<file path="src/source/pmp_params.svh">
/* Build-time constants of the pre-modulation processor: phase count, PWM block base
   address and the per-channel register map. Include wherever these values are needed */
`ifndef PMP_PARAMS_SVH
`define PMP_PARAMS_SVH

// Number of phase legs, one PWM channel each
`define PMP_N_PHASES 4

// Base address of the PWM register block and distance between channels
`define PMP_PWM_BASE_ADDR 16'h0000
`define PMP_PHASE_STRIDE 16'd16

// Register offsets inside one channel
`define PMP_REG_CTRL 16'd0
`define PMP_REG_DEADTIME 16'd4
`define PMP_REG_ON 16'd8
`define PMP_REG_OFF 16'd12

// Control word values
`define PMP_CTRL_ENABLE 32'd1
`define PMP_CTRL_RUN 32'd2

`endif

</file>
<file path="src/source/pmp_pkg.sv">
/* Types shared by the pre-modulation processor blocks and its testbench.
   Referenced with scoped names, sized by the phase count in the params header */
`include "pmp_params.svh"

package pmp_pkg;

    // One register write on the outgoing stream
    typedef struct packed {
        logic [15:0] addr;
        logic [31:0] data;
        // High on the final write of a sequence
        logic last;
    } write_req_t;

    // Modulation settings from the controller
    typedef struct packed {
        logic [`PMP_N_PHASES-1:0][15:0] duty;
        logic [15:0] deadtime;
        // Active phase count minus one
        logic [2:0] n_active;
    } mod_params_t;

    // Duty actually written to a phase, reported after its OFF write
    typedef struct packed {
        logic [1:0] phase;
        logic [15:0] duty;
    } duty_report_t;

endpackage

</file>
<file path="src/source/pmp_shift_calculator.sv">
/* Computes the phase shift of every leg as i * floor(period / active count).
   A serial restoring divider restarts whenever period or n_active changes */
`timescale 1ns/10ps
`include "pmp_params.svh"

module pmp_shift_calculator #(
    parameter int N_PHASES = `PMP_N_PHASES
) (
    input  logic clock,
    input  logic rst_n,
    input  logic [15:0] period,
    input  logic [2:0] n_active,
    output logic [N_PHASES-1:0][15:0] phase_shifts,
    output logic shifts_ready
);

    typedef enum logic [1:0] {SC_IDLE, SC_DIV, SC_BUILD} sc_state_t;

    sc_state_t state;
    logic primed;
    logic restart;
    logic [3:0] step;
    logic [15:0] period_q;
    logic [2:0] n_active_q;
    logic [3:0] divisor;
    logic [3:0] rem;
    logic [15:0] quo;
    logic [4:0] rem_shift;
    logic [N_PHASES-1:0][15:0] shift_acc;

    // A fresh computation is needed after reset and on any input change
    assign restart = !primed || (period != period_q) || (n_active != n_active_q);
    assign rem_shift = {rem, quo[15]};

    // Shift of phase i is built by adding the quotient i times
    always_comb begin
        shift_acc[0] = '0;
        for (int i = 1; i < N_PHASES; i++) begin
            shift_acc[i] = shift_acc[i-1] + quo;
        end
    end

    always_ff @(posedge clock) begin
        if (!rst_n) begin
            state <= SC_IDLE;
            primed <= 1'b0;
            step <= '0;
            shifts_ready <= 1'b0;
        end else if (restart) begin
            state <= SC_DIV;
            primed <= 1'b1;
            step <= '0;
            shifts_ready <= 1'b0;
        end else begin
            case (state)
                SC_DIV: begin
                    step <= step + 4'd1;
                    if (step == 4'd15) begin
                        state <= SC_BUILD;
                    end
                end
                SC_BUILD: begin
                    state <= SC_IDLE;
                    shifts_ready <= 1'b1;
                end
                default: state <= SC_IDLE;
            endcase
        end
    end

    // Divider datapath, the quotient shifts in where the dividend shifts out
    always_ff @(posedge clock) begin
        period_q <= period;
        n_active_q <= n_active;
        if (restart) begin
            quo <= period;
            rem <= '0;
            divisor <= {1'b0, n_active} + 4'd1;
        end else if (state == SC_DIV) begin
            if (rem_shift >= {1'b0, divisor}) begin
                rem <= 4'(rem_shift - {1'b0, divisor});
                quo <= {quo[14:0], 1'b1};
            end else begin
                rem <= rem_shift[3:0];
                quo <= {quo[14:0], 1'b0};
            end
        end else if (state == SC_BUILD) begin
            phase_shifts <= shift_acc;
        end
    end

endmodule

</file>
<file path="src/source/pmp_phase_shedder.sv">
/* Limits each phase duty to the period and zeroes the duty of shed phases.
   Output is registered, one cycle behind its inputs */
`timescale 1ns/10ps
`include "pmp_params.svh"

module pmp_phase_shedder #(
    parameter int N_PHASES = `PMP_N_PHASES
) (
    input  logic clock,
    input  logic rst_n,
    input  logic [15:0] period,
    input  pmp_pkg::mod_params_t params,
    output logic [N_PHASES-1:0][15:0] duty_shed
);

    always_ff @(posedge clock) begin
        if (!rst_n) begin
            duty_shed <= '0;
        end else begin
            for (int i = 0; i < N_PHASES; i++) begin
                // Phases above the active count are turned off
                if (i > int'(params.n_active)) begin
                    duty_shed[i] <= '0;
                end else if (params.duty[i] > period) begin
                    duty_shed[i] <= period;
                end else begin
                    duty_shed[i] <= params.duty[i];
                end
            end
        end
    end

endmodule

</file>
<file path="src/source/pmp_management_core.sv">
/* Control FSM that writes the channel configuration and the start and stop
   control words, one phase after the other, on its own write stream */
`timescale 1ns/10ps
`include "pmp_params.svh"

module pmp_management_core #(
    parameter int N_PHASES = `PMP_N_PHASES,
    parameter logic [15:0] PWM_BASE_ADDR = `PMP_PWM_BASE_ADDR
) (
    input  logic clock,
    input  logic rst_n,
    input  logic configure,
    input  logic start,
    input  logic stop,
    input  logic [15:0] deadtime,
    output pmp_pkg::write_req_t req,
    output logic req_valid,
    input  logic req_ready,
    output logic done,
    output logic config_done,
    output logic running
);

    localparam int CW = $clog2(2 * N_PHASES);

    typedef enum logic [1:0] {MG_IDLE, MG_CFG, MG_RUN, MG_HALT} mg_state_t;

    mg_state_t state;
    logic [CW-1:0] cnt;
    logic [CW-1:0] cnt_last;
    logic [CW-1:0] phase_idx;
    logic [15:0] reg_off;

    // Payload depends only on state and counter, so it holds while stalled
    always_comb begin
        phase_idx = cnt;
        cnt_last = CW'(N_PHASES - 1);
        reg_off = `PMP_REG_CTRL;
        req.data = `PMP_CTRL_ENABLE;
        case (state)
            MG_CFG: begin
                // Two writes per phase, deadtime on even counts
                phase_idx = cnt >> 1;
                cnt_last = CW'(2 * N_PHASES - 1);
                if (!cnt[0]) begin
                    reg_off = `PMP_REG_DEADTIME;
                    req.data = {16'h0000, deadtime};
                end
            end
            MG_RUN: req.data = `PMP_CTRL_RUN;
            default: ;
        endcase
        req.addr = PWM_BASE_ADDR + 16'(phase_idx) * `PMP_PHASE_STRIDE + reg_off;
        req.last = (cnt == cnt_last);
        req_valid = (state != MG_IDLE);
    end

    always_ff @(posedge clock) begin
        if (!rst_n) begin
            state <= MG_IDLE;
            cnt <= '0;
            done <= 1'b0;
            config_done <= 1'b0;
            running <= 1'b0;
        end else begin
            done <= 1'b0;
            case (state)
                MG_IDLE: begin
                    cnt <= '0;
                    if (configure && !running) begin
                        state <= MG_CFG;
                        config_done <= 1'b0;
                    end else if (start && config_done && !running) begin
                        state <= MG_RUN;
                    end else if (stop && running) begin
                        state <= MG_HALT;
                    end
                end
                default: begin
                    if (req_ready) begin
                        if (cnt == cnt_last) begin
                            state <= MG_IDLE;
                            cnt <= '0;
                            if (state == MG_CFG) begin
                                done <= 1'b1;
                                config_done <= 1'b1;
                            end
                            running <= (state == MG_RUN);
                        end else begin
                            cnt <= cnt + 1'b1;
                        end
                    end
                end
            endcase
        end
    end

endmodule

</file>
<file path="src/source/pmp_operating_core.sv">
/* Serves per-phase update requests with an ON and an OFF compare write.
   Lowest pending phase first, and a duty report follows each served phase */
`timescale 1ns/10ps
`include "pmp_params.svh"

module pmp_operating_core #(
    parameter int N_PHASES = `PMP_N_PHASES,
    parameter logic [15:0] PWM_BASE_ADDR = `PMP_PWM_BASE_ADDR
) (
    input  logic clock,
    input  logic rst_n,
    input  logic [N_PHASES-1:0] update,
    input  logic running,
    input  logic shifts_ready,
    input  logic [15:0] period,
    input  logic [N_PHASES-1:0][15:0] phase_shifts,
    input  logic [N_PHASES-1:0][15:0] duty_shed,
    output pmp_pkg::write_req_t req,
    output logic req_valid,
    input  logic req_ready,
    output pmp_pkg::duty_report_t duty_report,
    output logic duty_report_valid
);

    localparam int PW = (N_PHASES > 1) ? $clog2(N_PHASES) : 1;

    typedef enum logic [1:0] {OP_IDLE, OP_ON, OP_OFF} op_state_t;

    op_state_t state;
    logic [N_PHASES-1:0] pending;
    logic [N_PHASES-1:0] served_mask;
    logic [PW-1:0] pick;
    logic serve;
    logic [16:0] off_sum;
    logic [15:0] off_val;
    logic [15:0] off_q;
    logic [15:0] chan_addr;

    always_comb begin
        // Walk down so the lowest pending index is the one kept
        pick = '0;
        for (int i = N_PHASES - 1; i >= 0; i--) begin
            if (pending[i]) begin
                pick = PW'(i);
            end
        end
        serve = (state == OP_IDLE) && (|pending) && running && shifts_ready;
        served_mask = serve ? (N_PHASES'(1) << pick) : '0;
        // OFF point wraps around the end of the period
        off_sum = {1'b0, phase_shifts[pick]} + {1'b0, duty_shed[pick]};
        if (off_sum >= {1'b0, period}) begin
            off_val = 16'(off_sum - {1'b0, period});
        end else begin
            off_val = off_sum[15:0];
        end
        chan_addr = PWM_BASE_ADDR + 16'(pick) * `PMP_PHASE_STRIDE;
    end

    always_ff @(posedge clock) begin
        if (!rst_n) begin
            state <= OP_IDLE;
            pending <= '0;
            req_valid <= 1'b0;
            duty_report_valid <= 1'b0;
        end else begin
            // A new update for the served phase queues it again
            pending <= (pending & ~served_mask) | update;
            duty_report_valid <= 1'b0;
            case (state)
                OP_IDLE: begin
                    if (serve) begin
                        state <= OP_ON;
                        req_valid <= 1'b1;
                    end
                end
                OP_ON: begin
                    if (req_ready) begin
                        state <= OP_OFF;
                    end
                end
                OP_OFF: begin
                    if (req_ready) begin
                        state <= OP_IDLE;
                        req_valid <= 1'b0;
                        duty_report_valid <= 1'b1;
                    end
                end
                default: state <= OP_IDLE;
            endcase
        end
    end

    // Both writes and the report are captured at pick time
    always_ff @(posedge clock) begin
        if (serve) begin
            req.addr <= chan_addr + `PMP_REG_ON;
            req.data <= {16'h0000, phase_shifts[pick]};
            req.last <= 1'b0;
            off_q <= off_val;
            duty_report.phase <= 2'(pick);
            duty_report.duty <= duty_shed[pick];
        end else if (state == OP_ON && req_ready) begin
            req.addr <= req.addr + (`PMP_REG_OFF - `PMP_REG_ON);
            req.data <= {16'h0000, off_q};
            req.last <= 1'b1;
        end
    end

endmodule

</file>
<file path="src/source/buck_pre_modulation_processor.sv">
/* Top level of the buck pre-modulation processor. Connects the datapath blocks
   and merges management and operating writes onto one valid/ready stream */
`timescale 1ns/10ps
`include "pmp_params.svh"

module buck_pre_modulation_processor #(
    parameter int N_PHASES = `PMP_N_PHASES,
    parameter logic [15:0] PWM_BASE_ADDR = `PMP_PWM_BASE_ADDR
) (
    input  logic clock,
    input  logic rst_n,
    input  logic configure,
    input  logic start,
    input  logic stop,
    input  logic [N_PHASES-1:0] update,
    input  logic [15:0] period,
    input  pmp_pkg::mod_params_t mod_params,
    output logic done,
    output logic modulator_status,
    output pmp_pkg::duty_report_t duty_report,
    output logic duty_report_valid,
    output pmp_pkg::write_req_t write_req,
    output logic write_valid,
    input  logic write_ready
);

    pmp_pkg::write_req_t mgmt_req;
    logic mgmt_valid;
    logic mgmt_ready;
    pmp_pkg::write_req_t op_req;
    logic op_valid;
    logic op_ready;
    logic [N_PHASES-1:0][15:0] phase_shifts;
    logic [N_PHASES-1:0][15:0] duty_shed;
    logic shifts_ready;
    logic config_done;
    logic op_enable;

    // Operating writes start only while no management write is waiting,
    // so the merged payload never switches under back-pressure
    assign op_enable = modulator_status && config_done && !mgmt_valid;

    pmp_shift_calculator #(
        .N_PHASES(N_PHASES)
    ) u_shift_calc (
        .clock(clock),
        .rst_n(rst_n),
        .period(period),
        .n_active(mod_params.n_active),
        .phase_shifts(phase_shifts),
        .shifts_ready(shifts_ready)
    );

    pmp_phase_shedder #(
        .N_PHASES(N_PHASES)
    ) u_shedder (
        .clock(clock),
        .rst_n(rst_n),
        .period(period),
        .params(mod_params),
        .duty_shed(duty_shed)
    );

    pmp_management_core #(
        .N_PHASES(N_PHASES),
        .PWM_BASE_ADDR(PWM_BASE_ADDR)
    ) u_management_core (
        .clock(clock),
        .rst_n(rst_n),
        .configure(configure),
        .start(start),
        .stop(stop),
        .deadtime(mod_params.deadtime),
        .req(mgmt_req),
        .req_valid(mgmt_valid),
        .req_ready(mgmt_ready),
        .done(done),
        .config_done(config_done),
        .running(modulator_status)
    );

    pmp_operating_core #(
        .N_PHASES(N_PHASES),
        .PWM_BASE_ADDR(PWM_BASE_ADDR)
    ) u_operating_core (
        .clock(clock),
        .rst_n(rst_n),
        .update(update),
        .running(op_enable),
        .shifts_ready(shifts_ready),
        .period(period),
        .phase_shifts(phase_shifts),
        .duty_shed(duty_shed),
        .req(op_req),
        .req_valid(op_valid),
        .req_ready(op_ready),
        .duty_report(duty_report),
        .duty_report_valid(duty_report_valid)
    );

    // Operating writes win, and only the selected source sees ready
    always_comb begin
        op_ready = 1'b0;
        mgmt_ready = 1'b0;
        if (op_valid) begin
            write_req = op_req;
            write_valid = 1'b1;
            op_ready = write_ready;
        end else begin
            write_req = mgmt_req;
            write_valid = mgmt_valid;
            mgmt_ready = write_ready;
        end
    end

endmodule

</file>
<file path="config.mk">
export PLATFORM = sky130hd
export DESIGN_NAME = buck_pre_modulation_processor
export DESIGN_NICKNAME = d
export VERILOG_FILES = /design/src/source/pmp_pkg.sv /design/src/source/pmp_shift_calculator.sv /design/src/source/pmp_phase_shedder.sv /design/src/source/pmp_management_core.sv /design/src/source/pmp_operating_core.sv /design/src/source/buck_pre_modulation_processor.sv
export VERILOG_INCLUDE_DIRS = /design/src /design/src/source
export SDC_FILE = /design/constraint.sdc
export NUM_CORES = 1
export LEC_CHECK = 0
export BUFFER_PORTS_ARGS = -buffer_cell sky130_fd_sc_hd__buf_2
export CAP_MARGIN = 15
export CELL_PAD_IN_SITES_DETAIL_PLACEMENT = 1
export CELL_PAD_IN_SITES_GLOBAL_PLACEMENT = 2
export CORE_UTILIZATION = 37
export CTS_BUF_LIST = sky130_fd_sc_hd__clkbuf_8 sky130_fd_sc_hd__clkbuf_16
export CTS_CLUSTER_DIAMETER = 60
export DETAILED_ROUTE_END_ITERATION = 7
export PLACE_DENSITY_LB_ADDON = 0.1
export SYNTH_ARGS = -nofsm -noshare
export SYNTH_HDL_FRONTEND = slang
export SYNTH_SLANG_ARGS = --single-unit
</file>
<file path="constraint.sdc">
create_clock -name clock -period 5.92 [get_ports clock]
set_input_delay 0 -clock clock [delete_from_list [all_inputs] [get_ports clock]]
set_output_delay 0 -clock clock [all_outputs]
set_load 0.03 [all_outputs]
</file>
==> results <==
- In this run the worst setup path begins at u_operating_core.pending[1].
- The run finished with clean final reports.
- Entering global routing, the biggest net connects between 50 and 60 pins.
- The via count of the first global-routing pass is 12,400.
- The library cell used as clock root buffer is sky130_fd_sc_hd__clkbuf_16.
- Hold timing on the final database bottoms out at a slack of between 70 and 80 ps.
- In this run the register-to-register setup slack is about 450 ps.
- The synthesized design spends more area on one cell type than any other, namely sky130_fd_sc_hd__edfxtp_1.
- In the routed design, unresolved DRC markers number 0.
- sky130_fd_sc_hd__ha_1 is the most common cell in the netlist.
- The synthesized cell area is about 14,000 sq um.
- At the worst endpoint, the required time is ~6200 ps.
- In the final routed layout, each cell accounts on average for between 20 and 25 um.
- In this run the worst setup path terminates at u_operating_core.off_q[11].
- Yosys attributes the largest share of cell area to sky130_fd_sc_hd__edfxtp_1, sky130_fd_sc_hd__dfxtp_1, sky130_fd_sc_hd__ha_1.
- The synthesized netlist contains 73 unique library cells.
- The mean instance size in the synthesized netlist is ~9.6 sq um.
- The die is 195 um tall.
- For this configuration, the core starts out at a cell density of 0.377.
- The number of logic stages on the critical path including buffering is 21.
- The total clock buffers created by CTS is 29.
- The initial antenna violation count came to 1.
- STA puts the critical path data arrival time at around 5800 ps.
- IR analysis of the VDD net gives a maximum drop of ~0.21 mV.
- The Yosys step of the flow raised 0 warnings.
- The number of placement rows is 70.
- The number of buffers and inverters on the critical path is 3.
- The max-cap check violation count is 0.
- The total number of H-tree levels is 1.
- In this design, the largest share of critical-path delay is due to compound AO/OA/AOI/OAI gates.
- The final setup violation count is 0.
- The number of enable flip-flop cells after synthesis is around 120.
- The first-pass GRT wire length is between 70 and 80 mm.
- The total of buffers placed on input and output ports is roughly 160.
- The post-synthesis sequential element count is between 200 and 250.
- The clock network latency to the later pin of the worst-skew pair is around 550 ps.
- For this run the aggregate overflow at the end of global routing stands at 0.
- The power density normalized to cell area is about 280 nW/um^2.
- The layout cell share with drive strength beyond 1 is 0.159.
- Walking the worst path, the cells encountered are or2_1 > nor2_1 > buf_4 > nand2_1 > and4_1 > inv_1 > ha_1 > a211oi_1 > o21ai_0 > nand3_1 > a31oi_1 > o31a_1 > nor2_1 > xnor2_1 > ha_1 > nand4_1 > or3_1 > o31ai_1 > a221o_2 > buf_4 > mux2_4.
- The area enclosed by the die boundary is 38,100 sq um.
- In the synthesized netlist the dominant register cell turns out to be sky130_fd_sc_hd__edfxtp_1.
- The routed via count is between 10,000 and 15,000.
- The number of cells on the worst reg-to-reg path is 21.
- The type of the setup path with the least slack is register to register.
- Summing all multi-input logic gate instances after layout gives 7570 sq um.
- The clock period minus worst slack is roughly 5500 ps.
- The endpoint of the lowest-slack register-to-register path is u_operating_core.off_q[11].
- The max-slew violation count is 0.
- The global-route usage over all layers is 0.252.
- The classification of the worst-slack hold path is input pin to register.
- The beginning of the worst register-to-register path is u_operating_core.pending[1].
- After technology mapping, the gate count stands at ~1,400.
- The weighted congestion reported at the end of routability-driven placement is 0.907.
- The count of final hold-check violations came to 0.
- Timing would allow up to between 150 and 200 MHz.
- The horizontal extent of the die is about 200 um.
- Across the whole layout, storage elements account for 5700 sq um.
- The biggest cell delay along the critical path is ~430 ps.
- Clock-pin slew was measured on the worst setup and hold paths at roughly 60 ps.
- The kind of launch point of the worst setup path is a register.
- After the last flow step, the layout net total stands at roughly 1,900.
- In this run the worst path has a maximum fanout of 17.
- Of the post-synthesis cell area, the dominant cell type holds 0.250.
- Of the synthesized area, sequential elements account for 0.413.
- The number of sinks on the clock net is between 200 and 250.
- The final worst clock skew is 9.54 ps.
- For the pin with the worst max-slew slack, the measured transition is roughly 940 ps.
- The area added between synthesis and finish is 24.0%.
- In this run, the number of DRC markers left after iteration 0 of detailed routing was 601.
- Setup repair after global routing left no endpoint under its margin.
- In the synthesized netlist, the cells that appear most often are sky130_fd_sc_hd__ha_1, sky130_fd_sc_hd__nand2_1, sky130_fd_sc_hd__edfxtp_1.
- The length of the first detailed-routing pass in iterations is 4.
- The number of ports placed on the die boundary is 180.
- The filler cell count is around 4,200.
- The highest-delay cell along the critical path is sky130_fd_sc_hd__o31ai_1.
- The kind of end point of the critical path is a register.
- At the end of the flow the core is filled with cells to 0.467.
- The final wirelength is about 48 mm.
- The HPWL after detailed placement is 36.0 mm.
- TritonCTS built the clock tree.
- The standby leakage power is about 7.2 nW.
- Counting flops with an async set or reset pin after synthesis yields a share of 0.
- Measured against its own limit, the worst slew margin works out to 0.372.
- The area of the placeable core is about 37,000 sq um.
- The clock passes through at most 3 buffers.
- The average vias per placed instance is between 5 and 6.
- Dividing the final minimum period by the clock period gives 0.925.
- In this run the remaining antenna-violating nets after routing total 0.
- The design draws 4.74 mW.
-- cell type report --
class | count | share of cell area
Antenna cell | 1 | 0.000146
Clock buffer | 29 | 0.0424
Clock inverter | 24 | 0.0128
Inverter | 58 | 0.0127
Multi-Input combinational cell | 1085 | 0.443
Sequential cell | 227 | 0.333
Tap cell | 468 | 0.0342
Timing Repair Buffer | 293 | 0.122
-- per-layer routing --
layer  part of all wire  wire, um  global-route usage  up-vias
met3              0.043      2070              0.0326       61
met4              0.026      1250              0.0653        0
met2               0.49     23500               0.442      309
met5                  0         0                   0        -
li1                   -         -                   -     5808
met1               0.44     21500               0.324     5847
-- tightest hold or removal path, delay by kind of cell --
| family | cells | cell delay [ps] |
|---|---|---|
| buffers and inverters | 1 | 80 |
| AO/OA/AOI/OAI | 3 | 310 |
| AND/OR/NAND/NOR | 2 | 200 |
-- cell usage in the layout, fill, tap and decap left out, types with 57 or more instances in the layout --
cell type | synthesis | final
sky130_fd_sc_hd__nor2_1 | 101 | 101
sky130_fd_sc_hd__buf_2 | 1 | 161
sky130_fd_sc_hd__edfxtp_1 | 115 | 115
sky130_fd_sc_hd__ha_1 | 123 | 123
sky130_fd_sc_hd__a21oi_1 | 97 | 97
sky130_fd_sc_hd__inv_1 | 56 | 57
sky130_fd_sc_hd__o21ai_0 | 82 | 82
sky130_fd_sc_hd__nand2_1 | 117 | 117
sky130_fd_sc_hd__dlygate4sd3_1 | 0 | 101
sky130_fd_sc_hd__dfxtp_1 | 112 | 112
-- repair_timing --
item | CTS | global route
endpoints found under the setup margin | 13 | 14
pin swaps | 0 | 0
hold buffers | 101 | 0
gates cloned | 0 | 0
endpoints found under the hold margin | 103 | 0
resized for setup | 1 | 1
setup buffers | 0 | 3
-- flip-flops by register name, indices dropped and copies added (netlist names), 2 cells and up --
signal and count:
u_shift_calc.quo 16, u_shift_calc.n_active_q 3, u_operating_core.req 31, u_shedder.duty_shed 64, u_management_core.cnt 3, u_shift_calc.step 4, u_operating_core.off_q 16, u_operating_core.duty_report 18
u_shift_calc.period_q 16, u_shift_calc.phase_shifts 31, u_operating_core.state 2, u_management_core.state 2, u_shift_calc.state 2, u_shift_calc.divisor 4, u_shift_calc.rem 4, u_operating_core.pending 4
-- report_power, final --
part           switching (mW)  internal [mW]
logic                   0.688          0.539
clock network           0.722           1.03
registers              0.0342           1.73
total                    1.44           3.30
-- logic make-up after synthesis --
kind of cell               share of synthesized area
and+or+nand+nor                                0.156
AOI/OAI and AO/OA                              0.192
DFF                                            0.413
buffers and inverters                         0.0445
adders and majority gates                      0.117
xor gates and xnor gates                      0.0457
muxes                                         0.0315
other                                       0.000272
-- worst min path at each step --
stage | start | endpoint | slack (ps) | cells after the start
finish | start | u_management_core.state[1] | 70 | 6
floorplan | mod_params[0] | u_shift_calc.n_active_q[0] | 30 | 0
global route | start | u_management_core.state[1] | 200 | 6
CTS | start | u_management_core.state[1] | 60 | 6
global placement | mod_params[0] | u_shift_calc.n_active_q[0] | 200 | 1
detailed placement | mod_params[0] | u_shift_calc.n_active_q[0] | 200 | 1
-- stage by stage --
stage                     setup TNS (ps)  instances  setup WS, ps  area, sq um
after floorplan                        0       1451           720        13900
after global placement                 0       2024           124        15100
after detailed placement           -73.7       2024         -23.8        15100
after CTS                              0       2178           239        17000
after global routing                   0       2184           109        17100
final                                  0       2185           445        17100
(Power assumes the default switching activity.)
